**config.mk**
```make
export PLATFORM = sky130hd
export DESIGN_NAME = armController
export DESIGN_NICKNAME = d
export VERILOG_FILES = /design/src/common/armCtrlPkg.sv /design/src/common/execBus.sv /design/src/common/decodeBus.sv /design/src/hdl/armController.sv /design/src/hdl/memWbControl.sv /design/src/execute/executeControl.sv /design/src/execute/condCheck.sv /design/src/decode/instrDecoder.sv
export SDC_FILE = /design/constraint.sdc
export NUM_CORES = 1
export LEC_CHECK = 0
export ABC_AREA = 1
export ABC_CLOCK_PERIOD_IN_PS = 2520
export BUFFER_PORTS_ARGS = -buffer_cell sky130_fd_sc_hd__buf_4
export CAP_MARGIN = 20
export CORE_MARGIN = 1
export CORE_UTILIZATION = 56
export DETAILED_ROUTE_END_ITERATION = 8
export PLACE_DENSITY_LB_ADDON = 0.08
export SETUP_SLACK_MARGIN = 0.02
export SYNTH_ARGS = -nofsm -noshare
export SYNTH_HDL_FRONTEND = slang
export SYNTH_HIERARCHICAL = 1
export SYNTH_SLANG_ARGS = --single-unit
```
**constraint.sdc**
```tcl
create_clock -name clk -period 2.52 [get_ports clk]
set_clock_uncertainty 0.05 [all_clocks]
set_input_delay 0.126 -clock clk [delete_from_list [all_inputs] [get_ports clk]]
set_output_delay 0.126 -clock clk [all_outputs]
set_load 0.005 [all_outputs]
```
**src/common/armCtrlPkg.sv**
```systemverilog
`default_nettype none

package armCtrlPkg;

  // ====================
  // Basic types
  // ====================

  typedef logic [31:0] instrT;      // Raw instruction word
  typedef logic [3:0]  byteMaskT;   // One enable per byte lane

  // Data-processing opcode, instr[24:21]
  typedef enum logic [3:0] {
    aluAnd = 4'h0,
    aluEor = 4'h1,
    aluSub = 4'h2,
    aluRsb = 4'h3,
    aluAdd = 4'h4,
    aluAdc = 4'h5,
    aluSbc = 4'h6,
    aluRsc = 4'h7,
    aluTst = 4'h8,
    aluTeq = 4'h9,
    aluCmp = 4'hA,
    aluCmn = 4'hB,
    aluOrr = 4'hC,
    aluMov = 4'hD,
    aluBic = 4'hE,
    aluMvn = 4'hF
  } aluOpT;

  // Condition field, instr[31:28]
  typedef enum logic [3:0] {
    condEq = 4'h0, condNe = 4'h1, condCs = 4'h2, condCc = 4'h3,
    condMi = 4'h4, condPl = 4'h5, condVs = 4'h6, condVc = 4'h7,
    condHi = 4'h8, condLs = 4'h9, condGe = 4'hA, condLt = 4'hB,
    condGt = 4'hC, condLe = 4'hD, condAl = 4'hE, condNv = 4'hF
  } condT;

  // NZCV, n is the MSB
  typedef struct packed {
    logic n;
    logic z;
    logic c;
    logic v;
  } flagsT;

  // ====================
  // Encodings
  // ====================

  localparam logic [1:0] opClassDp     = 2'b00;  // instr[27:26]
  localparam logic [1:0] opClassMem    = 2'b01;  // LDR/STR
  localparam logic [1:0] opClassBranch = 2'b10;  // B when instr[25] set

  localparam logic [3:0] pcRegIndex   = 4'd15;    // R15 as destination
  localparam byteMaskT   fullWordMask = 4'b1111;

  // Ops whose S form also updates C and V
  localparam logic [15:0] arithOpSet =
    (16'b1 << aluAdd) | (16'b1 << aluSub) | (16'b1 << aluRsb) | (16'b1 << aluAdc) |
    (16'b1 << aluSbc) | (16'b1 << aluRsc) | (16'b1 << aluCmp) | (16'b1 << aluCmn);

  // Compare and test, flags only
  localparam logic [15:0] noWriteOpSet =
    (16'b1 << aluTst) | (16'b1 << aluTeq) | (16'b1 << aluCmp) | (16'b1 << aluCmn);

endpackage

`default_nettype wire
```
**src/common/execBus.sv**
```systemverilog
`timescale 1ns/1ns
`default_nettype none

// Condition-gated controls, Execute to Memory
interface execBus;
  logic                  memWrite;
  logic                  regWrite;
  logic                  memtoReg;
  logic                  pcSrc;
  armCtrlPkg::byteMaskT  byteMask;   // Lane enables from address offset
  armCtrlPkg::flagsT     flagsNext;  // Merged NZCV
  logic                  setFlags;   // S bit and condition passed

  modport execute (output memWrite, regWrite, memtoReg, pcSrc,
                   byteMask, flagsNext, setFlags);
  modport memWb (input memWrite, regWrite, memtoReg, pcSrc,
                 byteMask, flagsNext, setFlags);
endinterface

`default_nettype wire

```
**src/common/decodeBus.sv**
```systemverilog
`timescale 1ns/1ns
`default_nettype none

// Decoded controls, Decode to Execute
interface decodeBus;
  logic                aluSrc;      // Immediate operand B
  armCtrlPkg::aluOpT   aluControl;
  logic [1:0]          flagWrite;   // {NZ, CV}
  logic                branch;
  logic                memWrite;
  logic                regWrite;
  logic                memtoReg;
  logic                pcSrc;       // Writes R15 or branches
  logic                byteAccess;  // LDRB/STRB
  armCtrlPkg::condT    cond;
  logic                noRegWrite;  // TST/TEQ/CMP/CMN

  modport decode (output aluSrc, aluControl, flagWrite, branch, memWrite, regWrite,
                  memtoReg, pcSrc, byteAccess, cond, noRegWrite);
  modport execute (input aluSrc, aluControl, flagWrite, branch, memWrite, regWrite,
                   memtoReg, pcSrc, byteAccess, cond, noRegWrite);
endinterface

`default_nettype wire

```
**src/hdl/armController.sv**
```systemverilog
`timescale 1ns/1ns
`default_nettype none

module armController (
  // Clock and reset
  input  logic                 clk,
  input  logic                 reset,
  // From datapath
  input  armCtrlPkg::instrT    instrD,
  input  armCtrlPkg::flagsT    aluFlagsE,
  input  logic [1:0]           aluAddrLowE,   // ALU result [1:0]
  // From hazard unit
  input  logic                 stallE,
  input  logic                 flushE,
  input  logic                 stallM,
  input  logic                 stallW,
  input  logic                 flushW,
  // To datapath
  output logic [1:0]           regSrcD,
  output logic [1:0]           immSrcD,
  output logic                 aluSrcE,
  output armCtrlPkg::aluOpT    aluControlE,
  output logic                 branchTakenE,
  output logic                 memWriteM,
  output armCtrlPkg::byteMaskT byteMaskM,
  output logic                 regWriteW,
  output logic                 memtoRegW,
  output logic                 pcSrcW,
  output armCtrlPkg::flagsT    statusFlags,
  // To hazard unit
  output logic                 pcWrPendingF
);

  logic              pcSrcD;
  logic              pcSrcE;   // Ungated, still in flight
  logic              pcSrcM;
  armCtrlPkg::flagsT flagsE;   // Forwarded flags for the condition check

  decodeBus decBus ();
  execBus   exBus ();

  // ====================
  // Decode
  // ====================
  instrDecoder uDecoder (
    .instrD  (instrD),
    .regSrcD (regSrcD),
    .immSrcD (immSrcD),
    .pcSrcD  (pcSrcD),
    .dec     (decBus.decode)
  );

  // ====================
  // Execute
  // ====================
  executeControl uExecute (
    .clk          (clk),
    .reset        (reset),
    .stallE       (stallE),
    .flushE       (flushE),
    .flagsE       (flagsE),
    .aluFlagsE    (aluFlagsE),
    .aluAddrLowE  (aluAddrLowE),
    .dec          (decBus.execute),
    .aluSrcE      (aluSrcE),
    .aluControlE  (aluControlE),
    .branchTakenE (branchTakenE),
    .pcSrcE       (pcSrcE),
    .ex           (exBus.execute)
  );

  // ====================
  // Memory and writeback
  // ====================
  memWbControl uMemWb (
    .clk         (clk),
    .reset       (reset),
    .stallM      (stallM),
    .stallW      (stallW),
    .flushW      (flushW),
    .ex          (exBus.memWb),
    .memWriteM   (memWriteM),
    .byteMaskM   (byteMaskM),
    .pcSrcM      (pcSrcM),
    .regWriteW   (regWriteW),
    .memtoRegW   (memtoRegW),
    .pcSrcW      (pcSrcW),
    .flagsE      (flagsE),
    .statusFlags (statusFlags)
  );

  // PC may be rewritten by something still in D, E or M
  assign pcWrPendingF = pcSrcD | pcSrcE | pcSrcM;

endmodule

`default_nettype wire

```
**src/hdl/memWbControl.sv**
```systemverilog
`timescale 1ns/1ns
`default_nettype none

module memWbControl (
  input  logic                 clk,
  input  logic                 reset,
  input  logic                 stallM,
  input  logic                 stallW,
  input  logic                 flushW,
  execBus.memWb                ex,
  output logic                 memWriteM,
  output armCtrlPkg::byteMaskT byteMaskM,
  output logic                 pcSrcM,
  output logic                 regWriteW,
  output logic                 memtoRegW,
  output logic                 pcSrcW,
  output armCtrlPkg::flagsT    flagsE,       // Forwarded to Execute
  output armCtrlPkg::flagsT    statusFlags   // Architectural NZCV
);

  logic              regWriteM;
  logic              memtoRegM;
  logic              setFlagsM;
  logic              setFlagsW;
  armCtrlPkg::flagsT flagsNextM;
  armCtrlPkg::flagsT flagsNextW;

  // ====================
  // Memory register
  // ====================
  always_ff @(posedge clk) begin
    if (reset) begin
      memWriteM <= 1'b0;
      byteMaskM <= '0;
      regWriteM <= 1'b0;
      memtoRegM <= 1'b0;
      pcSrcM    <= 1'b0;
      setFlagsM <= 1'b0;
    end else if (!stallM) begin
      memWriteM <= ex.memWrite;
      byteMaskM <= ex.byteMask;
      regWriteM <= ex.regWrite;
      memtoRegM <= ex.memtoReg;
      pcSrcM    <= ex.pcSrc;
      setFlagsM <= ex.setFlags;
    end
  end

  always_ff @(posedge clk) begin
    if (!stallM) flagsNextM <= ex.flagsNext;  // Qualified by setFlagsM
  end

  // ====================
  // Writeback register
  // ====================
  always_ff @(posedge clk) begin
    if (reset || (flushW && !stallW)) begin
      regWriteW <= 1'b0;
      memtoRegW <= 1'b0;
      pcSrcW    <= 1'b0;
      setFlagsW <= 1'b0;
    end else if (!stallW) begin
      regWriteW <= regWriteM;
      memtoRegW <= memtoRegM;
      pcSrcW    <= pcSrcM;
      setFlagsW <= setFlagsM;
    end
  end

  always_ff @(posedge clk) begin
    if (!stallW) flagsNextW <= flagsNextM;
  end

  // Status register, updated as Writeback retires
  always_ff @(posedge clk) begin
    if (reset) statusFlags <= '0;
    else if (setFlagsW && !stallW) statusFlags <= flagsNextW;
  end

  // Youngest flag writer wins
  assign flagsE = setFlagsM ? flagsNextM :
                  setFlagsW ? flagsNextW : statusFlags;

endmodule

`default_nettype wire

```
**src/execute/executeControl.sv**
```systemverilog
`timescale 1ns/1ns
`default_nettype none

module executeControl (
  input  logic              clk,
  input  logic              reset,
  input  logic              stallE,
  input  logic              flushE,
  input  armCtrlPkg::flagsT flagsE,       // Forwarded current flags
  input  armCtrlPkg::flagsT aluFlagsE,
  input  logic [1:0]        aluAddrLowE,  // Address byte offset
  decodeBus.execute         dec,
  output logic              aluSrcE,
  output armCtrlPkg::aluOpT aluControlE,
  output logic              branchTakenE,
  output logic              pcSrcE,
  execBus.execute           ex
);

  logic              branchE;
  logic              memWriteE;
  logic              regWriteE;
  logic              memtoRegE;
  logic              byteAccessE;
  logic              noRegWriteE;
  logic [1:0]        flagWriteE;
  armCtrlPkg::condT  condE;
  logic              condExE;      // Condition passed
  armCtrlPkg::flagsT flagsNextE;

  // ====================
  // Execute register
  // ====================
  always_ff @(posedge clk) begin
    if (reset || (flushE && !stallE)) begin  // Bubble, all controls low
      aluSrcE     <= 1'b0;
      aluControlE <= armCtrlPkg::aluAnd;
      flagWriteE  <= 2'b00;
      branchE     <= 1'b0;
      memWriteE   <= 1'b0;
      regWriteE   <= 1'b0;
      memtoRegE   <= 1'b0;
      pcSrcE      <= 1'b0;
      byteAccessE <= 1'b0;
      condE       <= armCtrlPkg::condEq;
      noRegWriteE <= 1'b0;
    end else if (!stallE) begin
      aluSrcE     <= dec.aluSrc;
      aluControlE <= dec.aluControl;
      flagWriteE  <= dec.flagWrite;
      branchE     <= dec.branch;
      memWriteE   <= dec.memWrite;
      regWriteE   <= dec.regWrite;
      memtoRegE   <= dec.memtoReg;
      pcSrcE      <= dec.pcSrc;
      byteAccessE <= dec.byteAccess;
      condE       <= dec.cond;
      noRegWriteE <= dec.noRegWrite;
    end
  end

  // ====================
  // Condition check
  // ====================
  condCheck uCond (
    .cond      (condE),
    .flags     (flagsE),
    .aluFlags  (aluFlagsE),
    .flagWrite (flagWriteE),
    .condEx    (condExE),
    .flagsNext (flagsNextE)
  );

  // Every side effect waits on the condition
  assign branchTakenE = branchE & condExE;
  assign ex.memWrite  = memWriteE & condExE;
  assign ex.regWrite  = regWriteE & condExE & ~noRegWriteE;  // CMP etc. never write Rd
  assign ex.memtoReg  = memtoRegE & condExE;
  assign ex.pcSrc     = pcSrcE & condExE;
  assign ex.setFlags  = (flagWriteE != 2'b00) & condExE;
  assign ex.flagsNext = flagsNextE;

  // Byte lane from offset, else whole word
  assign ex.byteMask = byteAccessE ? armCtrlPkg::byteMaskT'(4'b0001 << aluAddrLowE)
                                   : armCtrlPkg::fullWordMask;

endmodule

`default_nettype wire

```
**src/execute/condCheck.sv**
```systemverilog
`timescale 1ns/1ns
`default_nettype none

module condCheck (
  input  armCtrlPkg::condT  cond,
  input  armCtrlPkg::flagsT flags,      // Flags before this instruction
  input  armCtrlPkg::flagsT aluFlags,
  input  logic [1:0]        flagWrite,  // {NZ, CV}
  output logic              condEx,
  output armCtrlPkg::flagsT flagsNext
);

  logic nEqV;  // Signed compare helper

  assign nEqV = (flags.n == flags.v);

  // ARM condition table
  always_comb begin
    case (cond)
      armCtrlPkg::condEq: condEx = flags.z;
      armCtrlPkg::condNe: condEx = ~flags.z;
      armCtrlPkg::condCs: condEx = flags.c;
      armCtrlPkg::condCc: condEx = ~flags.c;
      armCtrlPkg::condMi: condEx = flags.n;
      armCtrlPkg::condPl: condEx = ~flags.n;
      armCtrlPkg::condVs: condEx = flags.v;
      armCtrlPkg::condVc: condEx = ~flags.v;
      armCtrlPkg::condHi: condEx = flags.c & ~flags.z;   // Unsigned higher
      armCtrlPkg::condLs: condEx = ~flags.c | flags.z;
      armCtrlPkg::condGe: condEx = nEqV;
      armCtrlPkg::condLt: condEx = ~nEqV;
      armCtrlPkg::condGt: condEx = ~flags.z & nEqV;
      armCtrlPkg::condLe: condEx = flags.z | ~nEqV;
      armCtrlPkg::condAl: condEx = 1'b1;
      default:            condEx = 1'b0;                 // NV, never
    endcase
  end

  // Merge new flags per group
  always_comb begin
    flagsNext = flags;
    if (flagWrite[1]) begin
      flagsNext.n = aluFlags.n;
      flagsNext.z = aluFlags.z;
    end
    if (flagWrite[0]) begin  // Logical ops leave C and V alone
      flagsNext.c = aluFlags.c;
      flagsNext.v = aluFlags.v;
    end
  end

endmodule

`default_nettype wire

```
**src/decode/instrDecoder.sv**
```systemverilog
`timescale 1ns/1ns
`default_nettype none

module instrDecoder (
  input  armCtrlPkg::instrT instrD,
  output logic [1:0]        regSrcD,   // [1] Rd on port 2, [0] PC on port 1
  output logic [1:0]        immSrcD,   // 00 imm8 rot, 01 imm12, 10 imm24
  output logic              pcSrcD,
  decodeBus.decode          dec
);

  logic [3:0] opField;   // instr[24:21]
  logic       immForm;   // I bit
  logic       sBit;
  logic       upBit;     // U bit, add or subtract offset
  logic       loadBit;   // L bit
  logic       rdIsPc;

  assign opField = instrD[24:21];
  assign immForm = instrD[25];
  assign sBit    = instrD[20];
  assign upBit   = instrD[23];
  assign loadBit = instrD[20];
  assign rdIsPc  = (instrD[15:12] == armCtrlPkg::pcRegIndex);

  assign dec.cond = armCtrlPkg::condT'(instrD[31:28]);

  // ====================
  // Main decoder
  // ====================
  always_comb begin
    // Unknown classes do nothing and add
    regSrcD        = 2'b00;
    immSrcD        = 2'b00;
    dec.aluSrc     = 1'b0;
    dec.aluControl = armCtrlPkg::aluAdd;
    dec.flagWrite  = 2'b00;
    dec.branch     = 1'b0;
    dec.memWrite   = 1'b0;
    dec.regWrite   = 1'b0;
    dec.memtoReg   = 1'b0;
    dec.byteAccess = 1'b0;
    dec.noRegWrite = 1'b0;

    case (instrD[27:26])
      armCtrlPkg::opClassDp: begin
        immSrcD        = 2'b00;
        dec.aluSrc     = immForm;                          // Register or rotated imm8
        dec.aluControl = armCtrlPkg::aluOpT'(opField);
        // NZ on any S op, CV only for arithmetic
        dec.flagWrite  = {sBit, sBit & armCtrlPkg::arithOpSet[opField]};
        dec.regWrite   = 1'b1;
        dec.noRegWrite = armCtrlPkg::noWriteOpSet[opField]; // Compare and test
      end
      armCtrlPkg::opClassMem: begin
        regSrcD        = {~loadBit, 1'b0};  // Store data read from Rd
        immSrcD        = 2'b01;
        dec.aluSrc     = ~immForm;          // I clear means imm12 offset
        dec.aluControl = upBit ? armCtrlPkg::aluAdd : armCtrlPkg::aluSub;
        dec.regWrite   = loadBit;
        dec.memWrite   = ~loadBit;
        dec.memtoReg   = loadBit;
        dec.byteAccess = instrD[22];        // B bit
      end
      armCtrlPkg::opClassBranch: begin
        if (immForm) begin                  // B, block transfers not handled
          regSrcD    = 2'b01;               // Base is PC
          immSrcD    = 2'b10;
          dec.aluSrc = 1'b1;
          dec.branch = 1'b1;
        end
      end
      default: begin
        // Coprocessor and SWI space, left as a no-op
      end
    endcase
  end

  // Branches and real writes to R15 redirect fetch
  assign pcSrcD    = dec.branch | (dec.regWrite & ~dec.noRegWrite & rdIsPc);
  assign dec.pcSrc = pcSrcD;

endmodule

`default_nettype wire

```
==> results of run 1 <==
final timing paths:
path	from	end	slack [ns]	cells after the start
max	uMemWb/setFlagsW	branchTakenE	0.30	14
min	stallM	uMemWb/setFlagsM	0.03	2
max reg2reg	uMemWb/setFlagsW	uMemWb/pcSrcM	0.54	15
min reg2reg	uMemWb/flagsNextM[1]	uMemWb/flagsNextW[1]	0.41	0
Yosys cell counts:
cell | n | area share
a211oi_1 | 1 | 0.0030
nor2_1 | 93 | 0.14
nand3_1 | 17 | 0.034
nand2_1 | 93 | 0.14
a21oi_2 | 4 | 0.014
inv_4 | 1 | 0.0025
a21boi_1 | 2 | 0.0060
inv_2 | 2 | 0.0030
buf_2 | 2 | 0.0040
nor2_2 | 1 | 0.0025
buf_6 | 2 | 0.0091
ha_1 | 5 | 0.025
inv_1 | 77 | 0.12
nor3_1 | 1 | 0.0020
a21oi_1 | 3 | 0.0060
nand2_2 | 5 | 0.013
nand2_4 | 2 | 0.0091
o21bai_2 | 1 | 0.0045
edfxtp_1 | 8 | 0.097
o21ai_0 | 19 | 0.038
o21bai_4 | 1 | 0.0075
clkinv_1 | 3 | 0.0045
buf_4 | 11 | 0.033
dfxtp_1 | 35 | 0.28
o21a_1 | 1 | 0.0030
state kept, by name (all words and copies together) (netlist names), 2 cells and up:
signal and cells:
uMemWb/flagsNextM 4, uExecute/aluControlE 4, uMemWb/byteMaskM 4, uExecute/condE 4, uMemWb/statusFlags 4, uMemWb/flagsNextW 4
uExecute/flagWriteE 2
cell type report:
| cell class | instances | area (sq um) |
|---|---|---|
| Clock buffer | 5 | 68.8 |
| Clock inverter | 3 | 43.8 |
| Fill cell | 383 | 1210 |
| Inverter | 83 | 314 |
| Multi-Input combinational cell | 249 | 1120 |
| Sequential cell | 43 | 942 |
| Tap cell | 50 | 62.6 |
| Timing Repair Buffer | 51 | 383 |
report_power, final:
part | switching, mW | internal, mW | leakage, nW
combinational | 0.116 | 0.0899 | 1.19
sequential | 0.0188 | 0.729 | 0.367
clock | 0.241 | 0.295 | 0.0581
total | 0.376 | 1.11 | 1.61
critical path: cells and delay by family, from the launching register on:
family / cells / cell delay (ns)
buffers and inverters: 4 / 0.35
DFF: 1 / 0.42
and+or+nand+nor: 10 / 0.97
metal layers:
layer / wire length, microns / GRT usage / vias to the layer above
met1: 2130 / 0.248 / 944
li1: - / - / 1229
met4: 82 / 0.0885 / 0
met5: 0 / 0 / -
met2: 2120 / 0.379 / 44
met3: 223 / 0.0592 / 8
cell families after synthesis:
group                    Yosys count  synth area share
AND/OR/NAND/NOR                  212             0.341
buffers and inverters             98             0.173
flip-flops                        43             0.378
AO/OA/AOI/OAI                     32            0.0825
adder cells (fa/ha/maj)            5            0.0252
cell usage in the layout, fill, tap and decap left out, types with 2 or more instances in the layout:
cell / netlist / layout
edfxtp_1: 8 / 8
nand2_2: 5 / 5
inv_1: 77 / 77
a21oi_2: 4 / 4
a21boi_1: 2 / 2
nor2_1: 93 / 93
nand2_1: 93 / 93
nand3_1: 17 / 17
dfxtp_1: 35 / 34
clkinv_1: 3 / 3
buf_4: 11 / 51
clkbuf_8: 0 / 5
a21oi_1: 3 / 3
nand2_4: 2 / 2
o21ai_0: 19 / 19
inv_2: 2 / 2
ha_1: 5 / 5
repair_timing:
item                       in CTS  in global routing
setup endpoints to repair       0                  1
resized for setup               0                  1
buffers inserted                0                  0
==> impl_metrics.ini, run 1 <==
[status]
outcome = completed

[placed_design]
dp.cells = 476
place.gp.congestion = 0.829
dp_hpwl_microns = 3410
placed_cell_area_sq_um = 2820
place_ws_ns = 0.429
portBuffers = 51

[cts]
insertion_delay_ns = 0.30
cts_made_buffers = 5
clkSinkCount = 43
clockRootBuffer = clkbuf_8
clk_pin_slew_ns = 0.08
cts_tree = built
clockBufferDepth = 2
cts_hold_buf = 0
htreeDepth = 2

[sta]
tightest_slew_ns = 0.460
setup_tns_ns = 0
hold_violations = 0
setup_viol = 0
finalCritPeriodShare = 0.879
fin_hold_ws_ns = 0.0277
rsz0062_at_grt = no
finalMaxSlewViolations = 0
post-route-min-period_ns = 2.22
max_clock_freq_ghz = 0.451
max-slew-margin-rel = 0.693
fin_ws_ns = 0.305

[global_route]
grt_use_total = 0.217
grt_pass1_wl_microns = 7620
grt_overflow = 0
grt_max_degree = 38
antenna_found_initial = 0
grt_pass1_vias = 1904

[logic_synthesis]
ys_seq_area_frac = 0.378
ys_ff_latch = 43
syn_area_per_cell_sq_um = 6.37
synth.distinct_cells = 25
syn-cell-area_sq_um = 2490
synth_nets = 440
synthCells = 390
yosys_warnings = 6

[job]
drv_cap = 0

[power_and_ir_drop]
p_total_mw = 1.49
power_density_nw_per_um2 = 508
p_leak_nw = 1.61
ir_drop_v = 0.000266

[route]
antenna_left = 0
vias = 2225
drtIter0Drc = 79
drt-wirelength-per-cell_microns = 9.41
drt_pass1_iterations = 4
drt_wl_total_microns = 4550
via_per_inst = 4.60
drt_drc_violations_left = 0

[floorplanning]
rows = 23
die_area_sq_um = 4710
coreArea_sq_um = 4140
die_height_microns = 68.6
initial_core_util = 0.600
fp.dieW_microns = 68.6
io_pins = 68

[critical_path]
crit_fanout = 10
crit_path_cell_trace = inv_2 > nand2_1 > nand3_1 > nand2_1 > inv_1 > nand2_1 > nand3_1 > nand2_1 > nand2_2 > nor2_1 > nand2_1 > nand2_1 > inv_1 > buf_4
start_kind = flop
cp_slowest_stage_delay_ns = 0.42
slowest_stage = dfxtp_2
cp-end-kind = output port
cp_common_cell = nand2_1
crit_arrival_ns = 2.04
critical_path_class = flop to output port
crit_required_ns = 2.34

[final_layout]
post-route-util = 0.707
post-route-cell-area_sq_um = 2930
diodes = 0
nNetsFinal = 483
drive_above_1_share = 0.177
finalNonFillerCells = 484
syn2layout_area_growth_pct = 17.9

[min_path]
holdCritPathClass = input pin to flop
No activity file was read; power rests on OpenSTA's default activity.
==> run 2: changes to the inputs <==
ABC_CLOCK_PERIOD_IN_PS = 2600   (was 2520)
clock period = 2.6 ns   (was 2.52 ns; I/O delays follow)
==> impl_metrics.ini, run 2 (synthesis gave the netlist of run 1 again) <==
[critical_path]
cp-end-kind = output port
critical_path_class = flop to output port
cp-startpoint = uMemWb/setFlagsM
crit_required_ns = 2.42
endpoint = branchTakenE
start_kind = flop
rr_worst_depth = 14
crit_fanout = 6
rr_startpoint = uMemWb/setFlagsM
crit_arrival_ns = 2.04
r2r-end = uMemWb/setFlagsM
ff2ff_setup_slack_ns = 0.60

[final_layout]
post-route-util = 0.700
nNetsFinal = 483
syn2layout_area_growth_pct = 16.7
diodes = 0
final_cell_mix = nor2_1 (93), nand2_1 (93), inv_1 (77), buf_4 (51), dfxtp_1 (34)
drive_above_1_share = 0.173
fillerInstances = 400

[route]
drtIter0Drc = 104
vias = 2237
antenna_left = 0
drt-wirelength-per-cell_microns = 9.60
drt_pass1_iterations = 4
drt_wl_total_microns = 4650
via_per_inst = 4.62
drt_drc_violations_left = 0

[sta]
finalMaxSlewViolations = 0
finalCritPeriodShare = 0.856
setup_viol = 0
rsz0062_at_grt = no
tightest_slew_ns = 0.476
hold_violations = 0
max-slew-margin-rel = 0.682
setup_tns_ns = 0
max_clock_freq_ghz = 0.450
post-route-min-period_ns = 2.22

[cts]
insertion_delay_ns = 0.29
clockBufferDepth = 2
cts_made_buffers = 5
htreeDepth = 2
cts_tree = built
clockRootBuffer = clkbuf_8
clk_pin_slew_ns = 0.08
clkSinkCount = 43

[job]
drv_cap = 0

[placed_design]
place.gp.congestion = 0.829
portBuffers = 51
dp_hpwl_microns = 3510

[floorplanning]
io_pins = 68
die_area_sq_um = 4710
fp.dieW_microns = 68.6
coreArea_sq_um = 4140
initial_core_util = 0.600
rows = 23
die_height_microns = 68.6

[power_and_ir_drop]
power_density_nw_per_um2 = 458
p_switching_mw = 0.354
pwr-share-comb = 0.151
p_leak_nw = 1.59
seqPwrFrac = 0.545
p_int_mw = 0.976
p_sw_frac = 0.266
clkPwrFrac = 0.304
ir_drop_v = 0.000275

[status]
outcome = completed

[global_route]
grt_max_degree = 38
antenna_found_initial = 0
grt_use_total = 0.222
grt_pass1_vias = 1940
grt_overflow = 0
grt_pass1_wl_microns = 7850

[min_path]
holdCritPathClass = input pin to flop
[run 2: cell types whose count changed in the layout (fill, tap and decap cells not counted)]
cell / previous run / this run
clkinv_4: 1 / 0
clkinvlp_4: 0 / 1
bufinv_16: 1 / 0
clkinv_1: 3 / 5
clkinv_2: 1 / 0
[run 2: metrics by stage]
stage	cell area (sq um)	setup slack [ns]	power, mW	std cells	hold slack (ns)
finish	2900	0.375	1.33	484	0.0486
global route	2900	0.113	1.41	484	0.0615
CTS	2900	0.244	1.35	484	0.0358
detailed placement	2820	0.494	0.942	476	0.356
global placement	2820	0.527	0.937	476	0.346
floorplan	2490	0.894	0.869	390	0.232
[run 2: worst max-delay path, cell delays in order, from the launching register on]
cell and delay, ns:
dfxtp_1 0.41, inv_1 0.12, nand3_1 0.11, nand2_1 0.12, inv_1 0.13, nand2_1 0.06
nand3_1 0.11, nand2_1 0.07, nand2_1 0.06, nand2_1 0.05, nor2_1 0.09, nand2_1 0.15
nand2_1 0.11, inv_1 0.04, buf_4 0.12
[run 2: worst min-delay path by stage]
stage,startpoint,end,slack (ns),cells after the start
3_3_place_gp,stallM,uMemWb/setFlagsM,0.35,2
6_report,stallM,uMemWb/setFlagsM,0.05,2
3_5_place_dp,stallM,uMemWb/setFlagsM,0.36,2
5_1_grt,stallM,uMemWb/setFlagsM,0.06,2
2_1_floorplan,stallW,uMemWb/memtoRegW,0.23,2
4_1_cts,stallM,uMemWb/setFlagsM,0.04,2
[run 2: area by class of cell]
type | instances | area [sq um] | share of cell area
well taps | 50 | 62.6 | 0.0216
inverters | 83 | 314 | 0.108
flip-flops and latches | 43 | 942 | 0.325
clock buffers | 5 | 68.8 | 0.0237
repair buffers | 51 | 383 | 0.132
clock inverters | 3 | 15.0 | 0.00517
multi-input cells | 249 | 1120 | 0.385
[run 2: repair_timing]
| item | CTS | global route |
|---|---|---|
| hold buffers | 0 | 0 |
| setup buffers | 0 | 0 |
| gates resized for setup | 0 | 1 |
| hold endpoints to repair | 0 | 0 |
| endpoints found under the setup margin | 0 | 1 |
[run 2: power by group through the flow]
stage	Clock, mW	Combinational (mW)	Sequential, mW
2_1_floorplan	0	0.132	0.737
3_3_place_gp	0	0.197	0.739
3_5_place_dp	0	0.201	0.741
4_1_cts	0.426	0.202	0.726
5_1_grt	0.453	0.230	0.729
6_report	0.404	0.200	0.725
[run 2: per-layer routing]
layer | up-vias | wire [microns] | global-route usage
met5 | - | 0 | 0
met3 | 2 | 220 | 0.0559
met1 | 965 | 2130 | 0.254
met4 | 0 | 24 | 0.0625
li1 | 1225 | - | -
met2 | 45 | 2270 | 0.403
==> run 3: changes to the inputs <==
ABC_AREA = unset   (was 1)
CORE_ASPECT_RATIO = 0.7   (was unset)
==> impl_metrics.ini, run 3 <==
[route]
drt_pass1_iterations = 4
drt_wl_total_microns = 4440
antenna_left = 0
vias = 1804
drt-wirelength-per-cell_microns = 12.9
drt_drc_violations_left = 0
via_per_inst = 5.26
drtIter0Drc = 80

[cts]
cts_made_buffers = 5
clk_pin_slew_ns = 0.08
clockBufferDepth = 2
clkSinkCount = 43
clockRootBuffer = clkbuf_8
htreeDepth = 2
cts_tree = built
insertion_delay_ns = 0.29

[logic_synthesis]
ys_seq_area_frac = 0.396
synth_edf_count = 8
syn_area_per_cell_sq_um = 9.43
yosysTopAreaCell = dfxtp_1
synth_compound_area_frac = 0.179
yosys.area_share.simple = 0.175
yosys_warnings = 6
synthXorXnorAreaFrac = 0.0105
synth_nets = 302
synth_common_cells = dfxtp_1 (35), nand2_1 (28), inv_1 (25), nor2_1 (24), mux2i_1 (17)
synth_area_leaders = dfxtp_1 (29%), edfxtp_1 (10%), mux2i_1 (7.2%)
synth.distinct_cells = 43
synth_fa_ha_area_frac = 0.0263
synth_top_cell_area_share = 0.295
syn-cell-area_sq_um = 2380
ys_ff_latch = 43
synthArstFlopShare = 0
synthCells = 252
synthFlopType = dfxtp_1
synth.most_common_cell = dfxtp_1
synth_top_family_by_area = compound AO/OA/AOI/OAI gates
synth_mux_area_frac = 0.0953

[sta]
max-slew-margin-rel = 0.704
tightest_slew_ns = 0.443
setup_viol = 0
setup_tns_ns = 0
finalCritPeriodShare = 0.950
hold_violations = 0
post-route-min-period_ns = 2.47
max_clock_freq_ghz = 0.405
finalMaxSlewViolations = 0
rsz0062_at_grt = yes

[placed_design]
dp_hpwl_microns = 3130
place.gp.congestion = 0.782
placed_cell_area_sq_um = 2660
portBuffers = 51

[floorplanning]
fp.dieW_microns = 79.9
rows = 19
die_height_microns = 56.5
die_area_sq_um = 4510
initial_core_util = 0.595
io_pins = 68
coreArea_sq_um = 3990

[global_route]
grt_pass1_wl_microns = 7870
use_met2 = 0.335
use_met1 = 0.322
use_met3 = 0.0439
grt_overflow = 0
grt.busiest_layer = met2
grt_max_degree = 37
grt_pass1_vias = 1728
antenna_found_initial = 0
grt_use_total = 0.221

[critical_path]
cp_slowest_stage_delay_ns = 0.37
cp-end-kind = output port
crit_fanout = 4
cp_num_buf_inv = 2
start_kind = flop
critical_path_class = flop to output port
crit_arrival_ns = 2.29
crit_required_ns = 2.42
slowest_stage = dfxtp_4
cp_top_family = compound AO/OA/AOI/OAI gates
cp_common_cell = a211o_1
crit_path_cell_trace = buf_6 > mux2i_1 > o21ai_2 > xnor2_2 > o22ai_1 > a211o_1 > a211o_1 > and2_1 > buf_4

[final_layout]
final_cell_mix = buf_4 (54), dfxtp_1 (33), nand2_1 (28), inv_1 (25), nor2_1 (24)
fillerInstances = 331
drive_above_1_share = 0.292
nNetsFinal = 340
post-route-cell-area_sq_um = 2790
syn2layout_area_growth_pct = 17.2
diodes = 0
post-route-util = 0.697
final_common_cell = buf_4

[power_and_ir_drop]
ir_drop_v = 0.000308
p_leak_nw = 1.15
power_density_nw_per_um2 = 454

[status]
outcome = completed

[job]
drv_cap = 0

[min_path]
holdCritPathClass = input pin to flop
run 3: area by class of cell:
cell class | count | area [sq um] | area share
sequential | 43 | 946 | 0.340
tap | 52 | 65.1 | 0.0234
clock buffer | 6 | 72.6 | 0.0261
timing repair buffer | 55 | 417 | 0.150
clock inverter | 2 | 12.5 | 0.00449
inverter | 25 | 93.8 | 0.0337
multi-input combinational | 160 | 1180 | 0.423
run 3: repair_timing:
item	CTS	global route
pin swaps	1	5
setup endpoints to repair	1	3
gates cloned	0	0
buffers inserted	1	0
gates resized for setup	2	8
hold buffers	0	0
run 3: worst paths after layout:
path,from,to,slack [ns],cells after the start
min reg2reg,uMemWb/flagsNextM[2],uMemWb/flagsNextW[2],0.41,0
max,uMemWb/setFlagsW,branchTakenE,0.13,9
min,instrD[29],uExecute/condE[1],0.08,3
max reg2reg,uMemWb/setFlagsW,uMemWb/memWriteM,0.21,11
run 3: kinds of logic after synthesis:
group           after synthesis
flops                        43
mux                          22
simple gates                 84
buf+inv                      49
fa+ha+maj                     5
xor+xnor                      2
compound gates               47
run 3: through the flow:
stage / hold slack, ns / setup slack [ns] / total power, mW / cells
final: 0.0815 / 0.131 / 1.27 / 343
after floorplan: 0.276 / 0.400 / 0.823 / 252
after detailed placement: 0.374 / 0.183 / 0.875 / 334
after CTS: 0.0682 / 0.0318 / 1.28 / 343
after global routing: 0.0760 / 0.0179 / 1.33 / 343
after global placement: 0.372 / 0.215 / 0.873 / 334
run 3: power by group:
| group | internal (mW) | switching (mW) | leakage, nW |
|---|---|---|---|
| Sequential | 0.693 | 0.0133 | 0.367 |
| Combinational | 0.0751 | 0.0802 | 0.742 |
| Clock | 0.188 | 0.216 | 0.0412 |
run 3: worst register-to-register path, stage by stage, from the launching register on:
cell	delay (ns)
dfxtp_4	0.37
buf_6	0.11
mux2i_1	0.20
o21ai_2	0.10
xnor2_2	0.21
o22ai_1	0.12
a211o_1	0.30
a211o_1	0.31
buf_4	0.17
and2_1	0.15
mux2i_1	0.12
nor2_1	0.05
run 3: routing by layer:
metal / share of wire / up-vias / wire (microns)
li1: - / 932 / -
met1: 0.52 / 830 / 2310
met2: 0.42 / 40 / 1880
met3: 0.051 / 2 / 227
met4: 0.0036 / 0 / 16
met5: 0 / - / 0
